===== src/design/issue_pkg.sv =====
//--------------------------------------
// shared types for the issue stage: register addresses,
// function units, producer tags, row ages and row states
//--------------------------------------
`default_nettype none

package issue_pkg;

    // architectural register count
    localparam int NUM_REGS = 32;

    typedef logic [4:0] reg_addr_t;

    // function unit, also the fust row index
    typedef enum logic [1:0] {
        FU_ALU    = 2'd0,
        FU_LDST   = 2'd1,
        FU_BRANCH = 2'd2
    } fu_e;

    // 0 means ready, otherwise the producing unit plus one
    typedef logic [1:0] tag_t;

    typedef logic [1:0] age_t;

    typedef enum logic [1:0] {
        FUST_EMPTY,
        FUST_WAIT,
        FUST_RDY,
        FUST_EX
    } fust_state_e;

endpackage

`default_nettype wire


===== src/design/regfile.sv =====
//--------------------------------------
// register file, two read ports and one write port
//--------------------------------------
`timescale 1ns/1ps
`default_nettype none

module regfile import issue_pkg::*; #(
    parameter int DATA_W = 32
) (
    input  logic              CLK,
    input  logic              nRST,
    input  logic              wen,
    input  reg_addr_t         wsel,
    input  logic [DATA_W-1:0] wdata,
    input  reg_addr_t         rsel1,
    input  reg_addr_t         rsel2,
    output logic [DATA_W-1:0] rdat1,
    output logic [DATA_W-1:0] rdat2
);

    logic [DATA_W-1:0] regs [NUM_REGS];

    always_ff @(posedge CLK or negedge nRST) begin : reg_write
        if (!nRST) begin
            for (int i = 0; i < NUM_REGS; i++) begin
                regs[i] <= '0;
            end
        end else if (wen && wsel != '0) begin
            regs[wsel] <= wdata;
        end
    end

    // r0 reads zero, a same-cycle write is forwarded
    always_comb begin : read_port1
        rdat1 = regs[rsel1];
        if (rsel1 == '0) begin
            rdat1 = '0;
        end else if (wen && wsel == rsel1) begin
            rdat1 = wdata;
        end
    end

    always_comb begin : read_port2
        rdat2 = regs[rsel2];
        if (rsel2 == '0) begin
            rdat2 = '0;
        end else if (wen && wsel == rsel2) begin
            rdat2 = wdata;
        end
    end

endmodule

`default_nettype wire


===== src/design/reg_status.sv =====
//--------------------------------------
// register status table, names the pending producer of each
// register and hands source tags to dispatch
//--------------------------------------
`timescale 1ns/1ps
`default_nettype none

module reg_status import issue_pkg::*; (
    input  logic      CLK,
    input  logic      nRST,
    input  logic      disp_en,
    input  fu_e       disp_fu,
    input  reg_addr_t disp_rd,
    input  reg_addr_t disp_rs1,
    input  reg_addr_t disp_rs2,
    input  logic      done_en,
    input  fu_e       done_fu,
    output tag_t      src_t1,
    output tag_t      src_t2
);

    tag_t status [NUM_REGS];
    tag_t disp_tag;
    tag_t done_tag;
    tag_t raw_t1;
    tag_t raw_t2;
    logic set_en;

    assign disp_tag = tag_t'(disp_fu) + tag_t'(1);
    assign done_tag = tag_t'(done_fu) + tag_t'(1);

    // branches write no register, r0 is never pending
    assign set_en = disp_en && disp_rd != '0 &&
                    (disp_fu == FU_ALU || disp_fu == FU_LDST);

    always_ff @(posedge CLK or negedge nRST) begin : status_update
        if (!nRST) begin
            for (int i = 0; i < NUM_REGS; i++) begin
                status[i] <= '0;
            end
        end else begin
            if (done_en) begin
                for (int i = 0; i < NUM_REGS; i++) begin
                    if (status[i] == done_tag) begin
                        status[i] <= '0;
                    end
                end
            end
            // a new producer overrides the clear
            if (set_en) begin
                status[disp_rd] <= disp_tag;
            end
        end
    end

    // mask a producer that completes this cycle so its wakeup is not lost
    always_comb begin : source_tags
        raw_t1 = status[disp_rs1];
        raw_t2 = status[disp_rs2];
        src_t1 = (done_en && raw_t1 == done_tag) ? '0 : raw_t1;
        src_t2 = (done_en && raw_t2 == done_tag) ? '0 : raw_t2;
    end

endmodule

`default_nettype wire


===== src/design/fust.sv =====
//--------------------------------------
// function unit status table, one row per scalar unit,
// written by dispatch, tags cleared on completion
//--------------------------------------
`timescale 1ns/1ps
`default_nettype none

module fust import issue_pkg::*; (
    input  logic            CLK,
    input  logic            nRST,
    input  logic            wr_en,
    input  fu_e             wr_fu,
    input  reg_addr_t       wr_rd,
    input  reg_addr_t       wr_rs1,
    input  reg_addr_t       wr_rs2,
    input  tag_t            wr_t1,
    input  tag_t            wr_t2,
    input  logic            done_en,
    input  fu_e             done_fu,
    output reg_addr_t [2:0] row_rd,
    output reg_addr_t [2:0] row_rs1,
    output reg_addr_t [2:0] row_rs2,
    output tag_t      [2:0] row_t1,
    output tag_t      [2:0] row_t2
);

    tag_t       done_tag;
    logic [2:0] row_wr;

    assign done_tag = tag_t'(done_fu) + tag_t'(1);

    // row select from the unit number
    always_comb begin : row_decode
        for (int i = 0; i < 3; i++) begin
            row_wr[i] = wr_en && (wr_fu == fu_e'(i));
        end
    end

    always_ff @(posedge CLK) begin : row_fields
        for (int i = 0; i < 3; i++) begin
            if (row_wr[i]) begin
                row_rd[i]  <= wr_rd;
                row_rs1[i] <= wr_rs1;
                row_rs2[i] <= wr_rs2;
            end
        end
    end

    always_ff @(posedge CLK or negedge nRST) begin : row_tags
        if (!nRST) begin
            row_t1 <= '0;
            row_t2 <= '0;
        end else begin
            for (int i = 0; i < 3; i++) begin
                if (row_wr[i]) begin
                    row_t1[i] <= wr_t1;
                    row_t2[i] <= wr_t2;
                end else if (done_en) begin
                    // wakeup of waiting sources
                    if (row_t1[i] == done_tag) begin
                        row_t1[i] <= '0;
                    end
                    if (row_t2[i] == done_tag) begin
                        row_t2[i] <= '0;
                    end
                end
            end
        end
    end

endmodule

`default_nettype wire


===== src/design/issue.sv =====
//--------------------------------------
// issue stage: row FSMs, oldest-ready select, register read
// and the registered issue output held by freeze
//--------------------------------------
`timescale 1ns/1ps
`default_nettype none

module issue import issue_pkg::*; #(
    parameter int DATA_W = 32
) (
    input  logic              CLK,
    input  logic              nRST,
    input  logic              disp_en,
    input  fu_e               disp_fu,
    input  reg_addr_t         disp_rd,
    input  reg_addr_t         disp_rs1,
    input  reg_addr_t         disp_rs2,
    input  tag_t              src_t1,
    input  tag_t              src_t2,
    input  logic              done_en,
    input  fu_e               done_fu,
    input  logic [DATA_W-1:0] done_data,
    input  logic              freeze,
    output logic [2:0]        busy,
    output logic              iss_valid,
    output fu_e               iss_fu,
    output reg_addr_t         iss_rd,
    output logic [DATA_W-1:0] iss_rdat1,
    output logic [DATA_W-1:0] iss_rdat2
);

    reg_addr_t [2:0]   row_rd;
    reg_addr_t [2:0]   row_rs1;
    reg_addr_t [2:0]   row_rs2;
    tag_t      [2:0]   row_t1;
    tag_t      [2:0]   row_t2;
    fust_state_e       state [3];
    fust_state_e       next_state [3];
    age_t              age [3];
    logic [2:0]        disp_hit;
    logic [2:0]        done_hit;
    logic [2:0]        cand;
    logic              sel_valid;
    fu_e               sel_fu;
    age_t              sel_age;
    logic              go;
    logic              rf_wen;
    reg_addr_t         rf_wsel;
    logic [DATA_W-1:0] rf_rdat1;
    logic [DATA_W-1:0] rf_rdat2;

    regfile #(.DATA_W(DATA_W)) regfile_i (
        .CLK   (CLK),
        .nRST  (nRST),
        .wen   (rf_wen),
        .wsel  (rf_wsel),
        .wdata (done_data),
        .rsel1 (row_rs1[sel_fu]),
        .rsel2 (row_rs2[sel_fu]),
        .rdat1 (rf_rdat1),
        .rdat2 (rf_rdat2)
    );

    fust fust_i (
        .CLK     (CLK),
        .nRST    (nRST),
        .wr_en   (disp_en),
        .wr_fu   (disp_fu),
        .wr_rd   (disp_rd),
        .wr_rs1  (disp_rs1),
        .wr_rs2  (disp_rs2),
        .wr_t1   (src_t1),
        .wr_t2   (src_t2),
        .done_en (done_en),
        .done_fu (done_fu),
        .row_rd  (row_rd),
        .row_rs1 (row_rs1),
        .row_rs2 (row_rs2),
        .row_t1  (row_t1),
        .row_t2  (row_t2)
    );

    always_comb begin : row_decode
        for (int i = 0; i < 3; i++) begin
            disp_hit[i] = disp_en && (disp_fu == fu_e'(i));
            done_hit[i] = done_en && (done_fu == fu_e'(i));
            cand[i]     = (state[i] == FUST_WAIT || state[i] == FUST_RDY) &&
                          row_t1[i] == '0 && row_t2[i] == '0;
            busy[i]     = state[i] != FUST_EMPTY;
        end
    end

    // largest age wins, strict compare keeps the lowest index on a tie
    always_comb begin : oldest_select
        sel_valid = 1'b0;
        sel_fu    = FU_ALU;
        sel_age   = '0;
        for (int i = 0; i < 3; i++) begin
            if (cand[i] && (!sel_valid || age[i] > sel_age)) begin
                sel_valid = 1'b1;
                sel_fu    = fu_e'(i);
                sel_age   = age[i];
            end
        end
    end

    assign go = sel_valid && !freeze;

    // completing unit writes back, branch has no destination
    always_comb begin : write_port
        rf_wen  = 1'b0;
        rf_wsel = row_rd[FU_ALU];
        if (done_en && (done_fu == FU_ALU || done_fu == FU_LDST)) begin
            rf_wen  = 1'b1;
            rf_wsel = row_rd[done_fu];
        end
    end

    always_comb begin : row_next_state
        for (int i = 0; i < 3; i++) begin
            next_state[i] = state[i];
            case (state[i])
                FUST_EMPTY: begin
                    if (disp_hit[i]) begin
                        next_state[i] = FUST_WAIT;
                    end
                end
                FUST_WAIT, FUST_RDY: begin
                    if (go && sel_fu == fu_e'(i)) begin
                        next_state[i] = FUST_EX;
                    end else if (go && cand[i]) begin
                        next_state[i] = FUST_RDY;
                    end
                end
                FUST_EX: begin
                    if (done_hit[i]) begin
                        next_state[i] = disp_hit[i] ? FUST_WAIT : FUST_EMPTY;
                    end
                end
                default: next_state[i] = FUST_EMPTY;
            endcase
        end
    end

    always_ff @(posedge CLK or negedge nRST) begin : row_state_reg
        if (!nRST) begin
            for (int i = 0; i < 3; i++) begin
                state[i] <= FUST_EMPTY;
            end
        end else begin
            for (int i = 0; i < 3; i++) begin
                state[i] <= next_state[i];
            end
        end
    end

    // new row starts at 1, waiting rows age on every dispatch
    always_ff @(posedge CLK or negedge nRST) begin : row_age_reg
        if (!nRST) begin
            for (int i = 0; i < 3; i++) begin
                age[i] <= '0;
            end
        end else begin
            for (int i = 0; i < 3; i++) begin
                if (disp_hit[i]) begin
                    age[i] <= age_t'(1);
                end else if (|disp_hit && (state[i] == FUST_WAIT || state[i] == FUST_RDY) &&
                             age[i] != '1) begin
                    age[i] <= age[i] + age_t'(1);
                end
            end
        end
    end

    always_ff @(posedge CLK or negedge nRST) begin : issue_valid_reg
        if (!nRST) begin
            iss_valid <= 1'b0;
        end else if (!freeze) begin
            iss_valid <= go;
        end
    end

    always_ff @(posedge CLK) begin : issue_payload_reg
        if (go) begin
            iss_fu    <= sel_fu;
            iss_rd    <= row_rd[sel_fu];
            iss_rdat1 <= rf_rdat1;
            iss_rdat2 <= rf_rdat2;
        end
    end

endmodule

`default_nettype wire


===== src/design/issue_top.sv =====
//--------------------------------------
// issue stage top, joins the register status table and
// the issue stage to the dispatch and completion ports
//--------------------------------------
`timescale 1ns/1ps
`default_nettype none

module issue_top import issue_pkg::*; #(
    parameter int DATA_W = 32
) (
    input  logic              CLK,
    input  logic              nRST,
    // dispatch
    input  logic              disp_en,
    input  fu_e               disp_fu,
    input  reg_addr_t         disp_rd,
    input  reg_addr_t         disp_rs1,
    input  reg_addr_t         disp_rs2,
    // completion
    input  logic              done_en,
    input  fu_e               done_fu,
    input  logic [DATA_W-1:0] done_data,
    input  logic              freeze,
    output logic [2:0]        busy,
    // issue to execute
    output logic              iss_valid,
    output fu_e               iss_fu,
    output reg_addr_t         iss_rd,
    output logic [DATA_W-1:0] iss_rdat1,
    output logic [DATA_W-1:0] iss_rdat2
);

    // source tags for the row being dispatched
    tag_t src_t1;
    tag_t src_t2;

    reg_status reg_status_i (
        .CLK      (CLK),
        .nRST     (nRST),
        .disp_en  (disp_en),
        .disp_fu  (disp_fu),
        .disp_rd  (disp_rd),
        .disp_rs1 (disp_rs1),
        .disp_rs2 (disp_rs2),
        .done_en  (done_en),
        .done_fu  (done_fu),
        .src_t1   (src_t1),
        .src_t2   (src_t2)
    );

    issue #(.DATA_W(DATA_W)) issue_i (
        .CLK       (CLK),
        .nRST      (nRST),
        .disp_en   (disp_en),
        .disp_fu   (disp_fu),
        .disp_rd   (disp_rd),
        .disp_rs1  (disp_rs1),
        .disp_rs2  (disp_rs2),
        .src_t1    (src_t1),
        .src_t2    (src_t2),
        .done_en   (done_en),
        .done_fu   (done_fu),
        .done_data (done_data),
        .freeze    (freeze),
        .busy      (busy),
        .iss_valid (iss_valid),
        .iss_fu    (iss_fu),
        .iss_rd    (iss_rd),
        .iss_rdat1 (iss_rdat1),
        .iss_rdat2 (iss_rdat2)
    );

endmodule

`default_nettype wire


===== config.mk =====
export PLATFORM = sky130hd
export DESIGN_NAME = issue_top
export DESIGN_NICKNAME = d
export VERILOG_FILES = /design/src/design/issue_pkg.sv /design/src/design/regfile.sv /design/src/design/reg_status.sv /design/src/design/fust.sv /design/src/design/issue.sv /design/src/design/issue_top.sv
export SDC_FILE = /design/constraint.sdc
export NUM_CORES = 2
export LEC_CHECK = 0
export BUFFER_PORTS_ARGS = -buffer_cell sky130_fd_sc_hd__buf_2
export CAP_MARGIN = 20
export CORE_UTILIZATION = 48
export DETAILED_ROUTE_END_ITERATION = 12
export GPL_ROUTABILITY_DRIVEN = 0
export SLEW_MARGIN = 20
export SYNTH_ARGS = -nofsm -noshare
export SYNTH_HDL_FRONTEND = slang
export SYNTH_SLANG_ARGS = --single-unit

===== constraint.sdc =====
create_clock -name CLK -period 8.8 [get_ports CLK]
set_clock_uncertainty 0.15 [all_clocks]
set_input_delay 0.88 -clock CLK [delete_from_list [all_inputs] [get_ports CLK]]
set_output_delay 0.88 -clock CLK [all_outputs]
set_load 0.005 [all_outputs]

# ---- Word-level counts from Yosys, hierarchy flattened
# Cells that the tools add are included.
# W data, S select, Z words.
dict set report totals {
  wordCells 388
  in_bits 56
  register_bits 1229
}
dict set report classes {
  mux 115
  bitwise_logic 6
  n_eq_ne 69
  add_sub_neg 5
  n_reduce_logical 91
  n_lt_le_gt_ge 12
}
# cell count
set op_table {}
lappend op_table {{$bwmux W1024} 1}
lappend op_table {{$bmux W32 S5} 2}
lappend op_table {{$mux W32} 7}
lappend op_table {{$demux W32 S5} 1}
lappend op_table {{$mux W2} 78}
lappend op_table {{$mux W64} 2}
lappend op_table {{$eq A2 B2 Y1} 40}
lappend op_table {{$bwmux W64} 1}
lappend op_table {{$bmux W5 S2} 4}
lappend op_table {{$logic_and A1 B1 Y1} 37}
lappend op_table {{$ge A6 B6 Y1 const B} 6}
lappend op_table {{$not A5 Y6} 6}
lappend op_table {{$reduce_bool A2 Y1} 15}
lappend op_table {{$mux W5} 5}
lappend op_table {{$logic_not A2 Y1} 12}
lappend op_table {{$bmux W2 S5} 2}
lappend op_table {{$eq A2 B2 Y1 const B} 9}
lappend op_table {{$pmux W2 S3} 3}
lappend op_table {{$eq A2 B1 Y1 const B} 6}
lappend op_table {{$lt A6 B1 Y1 const B} 2}
lappend op_table {{$ne A2 B1 Y1 const B} 6}
lappend op_table {{$reduce_and A2 Y1} 6}
lappend op_table {{$add A2 B1 Y2 const B} 5}
lappend op_table {{$demux W2 S5} 1}
lappend op_table {{13 further kinds} 41}

# ---- Longest topological paths before layout
dict set report logic_depth {
  word_depth 20
  ltp_mapped 28
  mapped_depth_nobuf 22
}

# ---- By module
# From an unflattened synthesis, not the netlist that was laid out.
dict set report hier_totals {
  cells_unflattened 4800
  hier_area_um2 65851.9
}
# module cells_each area_each_um2 seq_area_each_um2 instances
set by_module_without_submodules {}
lappend by_module_without_submodules {regfile 3872 55025.3 25624.6 1}
lappend by_module_without_submodules {reg_status 516 4775.8 1601.5 1}
lappend by_module_without_submodules {issue 298 4060.1 2457.4 1}
lappend by_module_without_submodules {fust 114 1990.7 1651.6 1}

# ---- Worst setup path before layout
# No wires, ideal clock.
dict set report synth_timing {
  kind {reg-to-reg}
  startpoint {reg issue_i.state[1] (netlist name)}
  endpoint {reg issue_i.state[2] (netlist name)}
  required_ns 8.556
  period_less_slack_ns 5.744
  arrival_time_ns 5.500
  path_stages_with_launch 8
  setup_slack_ns 3.056
  path_cell_list {dfrtp_1 inv_1 ha_1 nand2b_1 or4_1 a31oi_1 nand3_1 a41oi_1}
}
dict set report synth_via {
  elab_chain_len 10
  elab_cells_between_ends 16
}
# element line
set synth_lines {}
lappend synth_lines {{start, declared} issue.sv:37} ;# fust_state_e state [3];
lappend synth_lines {{start signal, assigned by index} issue.sv:152} ;# state[i] <= next_state[i];
lappend synth_lines {{$eq A2 B1 Y1 or $eq A2 B2 Y1 (tied branches)} issue.sv:87} ;# cand[i] = (state[i] == FUST_WAIT || state[i] == FUST_RDY) &&
lappend synth_lines {{$logic_or A1 B1 Y1 *} issue.sv:87}
lappend synth_lines {{$logic_and A1 B1 Y1 *} issue.sv:87}
lappend synth_lines {{$logic_and A1 B1 Y1 *} issue.sv:88} ;# row_t1[i] == '0 && row_t2[i] == '0;
lappend synth_lines {{$logic_and A1 B1 Y1 *} issue.sv:99} ;# if (cand[i] && (!sel_valid || age[i] > sel_age)) begin
lappend synth_lines {{$mux W1 *} issue.sv:99}
lappend synth_lines {{$logic_and A1 B1 Y1 *} issue.sv:107} ;# assign go = sel_valid && !freeze;
lappend synth_lines {{net issue_i.go} issue.sv:46} ;# logic go;
lappend synth_lines {{$logic_and A1 B1 Y1 (on tied branches)} {issue.sv:131, issue.sv:129}}
lappend synth_lines {{$ne A3 B1 Y1 (no line) or $mux W2 (tied branches)} -}
lappend synth_lines {{$reduce_and A3 Y1 (no line) or $pmux W2 S3 (tied branches)} -}
# The timed path passes the listed nets; every way through them passes the cells marked *.
# A chain may end at the register's enable or synchronous reset.

# ---- Worst setup path after layout
dict set report layout_timing {
  startpoint {reg issue_i.state[4] (netlist name)}
  endpoint {reg issue_i.iss_rdat1[23] (data pin)}
}
dict set report layout_via {
  elab_chain_len 20
  elab_cells_between_ends 29
}
# element line
set layout_lines {}
lappend layout_lines {{$eq A2 B1 Y1 or $eq A2 B2 Y1 (tied branches)} issue.sv:87}
lappend layout_lines {{$logic_or A1 B1 Y1 *} issue.sv:87}
lappend layout_lines {{$logic_and A1 B1 Y1 *} issue.sv:87}
lappend layout_lines {{$logic_and A1 B1 Y1 *} issue.sv:88}
lappend layout_lines {{$mux W2 or $mux W1 (tied branches)} issue.sv:99}
lappend layout_lines {{$gt A2 B2 Y1 or $logic_not A1 Y1 (tied branches)} issue.sv:99}
lappend layout_lines {{$logic_or A1 B1 Y1} issue.sv:99}
lappend layout_lines {{$logic_and A1 B1 Y1} issue.sv:99}
lappend layout_lines {{(+3 left out)} -}
lappend layout_lines {{$logic_and A1 B1 Y1} issue.sv:99}
lappend layout_lines {{$mux W2 *} issue.sv:99}
lappend layout_lines {{$bmux W5 S2 *} issue.sv:58} ;# .rsel1 (row_rs1[sel_fu]),
lappend layout_lines {{$mux W5 (not written as such) *} issue.sv:58}
lappend layout_lines {{$not A5 Y6 (not written as such)} regfile.sv:35} ;# rdat1 = regs[rsel1];
lappend layout_lines {{$bmux W32 S5} regfile.sv:35}
lappend layout_lines {{$mux W32 (not written as such) (2 in series)} regfile.sv:35}
lappend layout_lines {{$mux W32} regfile.sv:38} ;# end else if (wen && wsel == rsel1) begin
lappend layout_lines {{end signal, assigned} issue.sv:187} ;# iss_rdat1 <= rf_rdat1;
lappend layout_lines {{end, declared} issue.sv:28} ;# output logic [DATA_W-1:0] iss_rdat1,
# Every way passes the cells marked *; elsewhere a longest branch is shown, timed or not. The select of a mux whose other input is x is not followed.

==> results.md <==
- Fin. Hold Viols: 0
- I/O pin count: about 130
- CP required: between 9 and 10 ns
- Hold Path Class: reg -> reg
- Initial DRT Pass Iterations: 6
- Synthesized cell area: 0.0666 sq mm
- Largest net degree at the start of global routing: between 100 and 150
- FF+latch count, synth: 1,229
- Worst Max-Slew Pin Slew: ~1.3 ns
- Synth area leaders: dfrtp_1 (42%), mux2_2 (17%), mux2i_1 (7.3%)
- Final setup vio count: 0
- Syn_area_per_cell: around 11 sq um
- Crit path buffers/inverters: 4
- Fillers: ~12,000
- Root buf cell: clkbuf_16
- Sequential cell area: between 0.03 and 0.04 sq mm
- Critical path startpoint category: flip-flop
- DP HPWL: around 130,000 um
- Post-layout min period: just over 7 ns
- CTS tree: yes
- Reg-to-reg critical path endpoint: issue_i.iss_rdat1[23]$_SDFFCE_PN0P_
- Cell Rows: 136
- Ys async rst share: roughly nine tenths
- Register-to-register setup slack: 1.64 ns
- Vias in the first global route: approximately 50,000
- Height of the die: 375 um
- Effective utilization at floorplan: 48.4%
- Setup CP Type: reg -> reg
- Tcrit/Tclk final: approximately four fifths
- Die ar.: approximately 0.14 sq mm
- Crit end category: flip-flop
- Post-synth cell types: 75
- Clk sinks: about 1,200
- Main flop type after synthesis: dfrtp_1
- Wire length of the first global-routing pass: 354,000 um
- DRC errors left: 0
- Final ANT Viol Nets: 0
- Vias per cell: about 6.6
- Core area: between 0.1 and 0.15 sq mm
- Delay-heaviest family, CP: compound AO/OA/AOI/OAI gates
- Most instantiated library cell after synthesis: nand2_1
- Layout area overhead: 10.0%
- Commonest cells in the netlist: nand2_1 (1,224), dfrtp_1 (1,113), mux2_2 (999), mux2i_1 (484), nand3_1 (449)
- Post-synthesis sequential area ratio: approximately 47%
- Max_cap viols: 0
- Min-delay src: issue_i.regfile_i.regs[1001]$_DFFE_PN0P_
- Critical path's slowest cell: o21ba_2
- Critical path peak fanout: 32
- Die width: 375 um
- Synth top area share: a little over two fifths
- CP Cell Sequence: inv_1, ha_1, and3_1, nand2_1, ha_1, nor2b_1, o21ai_1, a21oi_4, buf_4, nor2_1, a21oi_1, ha_1, nor2b_1, o21ai_0, a21bo_2, nand2_2, buf_4, mux2_8, xnor2_1, nand4_1, o21ba_2, buf_4, nand4_1, o31ai_2
- Drt total wl: between 200,000 and 250,000 um
- Overall Global Routing Usage: between 30% and 40%
- Syn Nets: around 6,200
- Clock Tree Buf Depth: 3
- RSZ-0062 raised after global routing: no
- Initial antenna violation count: 10
- Initial DRC Count: 5,839
- PortBufs: between 100 and 150
- WHS Path Cells: 0
- Slew HR: 14.7%
- Clock transition at the registers of the reported paths: 0.06 ns
- Max stage delay on crit path: between 0.7 and 0.8 ns
- Worst reg2reg path depth: 24
- Share of cells above drive strength 1: between 20 and 30%
- Post-synth EDFFs: around 120
- Synth Warn #: 0
- Skew-Pair Late Insertion Delay: 0.80 ns
- GRT overflow: 0
- Fmax: 140 MHz
- Area leader, netlist: dfrtp_1
- Final #Nets: around 6,000
- Via count: about 52,000
- Pins over their slew limit: 0
- Num CTS Buffers: approximately 140
- Critical path data arrival time: about 7.6 ns
- Worst reg2reg startpoint: issue_i.state[4]$_DFFE_PN0P_
- Hold Crit Endpoint: issue_i.regfile_i.regs[1001]$_DFFE_PN0P_
- H-tree depth: 4
- Multi-input logic area: around 0.033 sq mm
- Status: completed
- Cells after Synth: just over 6,000
- Wire length per cell: 31.1 um
- Setup TNS: 0 ns
## layout make-up
class                   count  share of cell area [%]
clock inverters            54                   0.698
well taps                1794                    3.06
flip-flops and latches   1229                    42.7
clock buffers             206                    5.66
diodes                      4                  0.0137
inverters                  25                   0.128
multi-input cells        4251                    45.2
repair buffers            255                    2.48
## metrics by stage
step                      worst slack, ns  std cells  hold WS, ns  utilization, %  instance area, sq um
after floorplan                      3.06       6080        0.300               -                 66600
after global placement               1.65       7551        0.236            49.8                 68600
after detailed placement             1.71       7553        0.240            49.8                 68600
after CTS                            1.73       7814        0.214            53.2                 73300
after global routing                 1.30       7814        0.247            53.2                 73300
final                                1.64       7818        0.251            53.3                 73300
## flip-flops by register name, summed over array words and instances (netlist names)
register and flops:
issue_i.state 6, issue_i.age 6, issue_i.iss_valid 1, issue_i.iss_rdat1 32, issue_i.iss_rdat2 32, issue_i.fust_i.row_rs2 15, issue_i.regfile_i.regs 1024, issue_i.fust_i.row_rd 15
issue_i.iss_rd 5, issue_i.iss_fu 2, issue_i.fust_i.row_rs1 15, issue_i.fust_i.row_t1 6, reg_status_i.status 64, issue_i.fust_i.row_t2 6
## routing by layer
metal | GRT usage, % | wire length [um]
met2 | 53.2 | 110000
met5 | 0 | 69
met1 | 46.6 | 98700
met4 | 15.7 | 11800
met3 | 7.04 | 22500
## timing repair
action,4_1_cts,5_1_grt
hold endpoints to repair,75,0
setup buffers,0,0
gates resized for setup,0,0
hold buffers,1,0
## cells by family (layout without fill, tap and decap cells)
| family | after synthesis | in the layout | synth area share [%] |
|---|---|---|---|
| AOI/OAI and AO/OA | 697 | 697 | 7.81 |
| xor gates and xnor gates | 92 | 92 | 1.21 |
| adders and majority gates | 22 | 22 | 0.413 |
| buffers and inverters | 600 | 540 | 4.02 |
| DFF | 1229 | 1229 | 47.0 |
| muxes | 1594 | 1594 | 27.8 |
| other | 0 | 4 | 0 |
| and+or+nand+nor | 1846 | 1846 | 11.7 |
## how the worst max path moves through the flow
stage | start | cells past startpoint | slack (ns) | to
after floorplan | issue_i.state[1]$_DFFE_PN0P_ | 7 | 3.06 | issue_i.state[2]$_DFFE_PN0P_
after global placement | issue_i.state[4]$_DFFE_PN0P_ | 24 | 1.65 | issue_i.iss_rdat1[30]$_SDFFCE_PN0P_
after detailed placement | issue_i.state[4]$_DFFE_PN0P_ | 24 | 1.71 | issue_i.iss_rdat1[30]$_SDFFCE_PN0P_
after CTS | issue_i.state[4]$_DFFE_PN0P_ | 24 | 1.73 | issue_i.iss_rdat1[30]$_SDFFCE_PN0P_
after global routing | issue_i.state[5]$_DFFE_PN0P_ | 25 | 1.30 | issue_i.iss_rdat1[14]$_SDFFCE_PN0P_
final | issue_i.state[4]$_DFFE_PN0P_ | 24 | 1.64 | issue_i.iss_rdat1[23]$_SDFFCE_PN0P_
## layout by cell type, fill, tap and decap left out, types with 14 or more instances in the layout
| cell | count |
|---|---|
| a221oi_2 | 15 |
| mux2_2 | 997 |
| o221ai_1 | 65 |
| mux2i_1 | 483 |
| nand2_4 | 14 |
| a31oi_1 | 41 |
| buf_2 | 129 |
| a21oi_1 | 153 |
| o311ai_0 | 22 |
| buf_4 | 108 |
| buf_12 | 14 |
| a32oi_1 | 77 |
| xor2_1 | 39 |
| nor2_1 | 47 |
| ha_1 | 21 |
| o21ai_0 | 90 |
| xnor2_1 | 53 |
| clkbuf_1 | 35 |
| nand2_1 | 1198 |
| dfrtp_1 | 1113 |
| nand4_1 | 33 |
| o2111ai_1 | 31 |
| a221oi_1 | 16 |
| o211ai_1 | 18 |
| o31ai_1 | 21 |
| clkbuf_16 | 148 |
| clkbuf_8 | 23 |
| and3_1 | 19 |
| clkinv_2 | 24 |
| inv_1 | 22 |
| nand3_1 | 449 |
| a32o_1 | 64 |
| edfxtp_1 | 116 |
| mux4_2 | 103 |
Power is not shown: default switching activity piles up to over one toggle a cycle in this logic, so the estimate is an artifact.
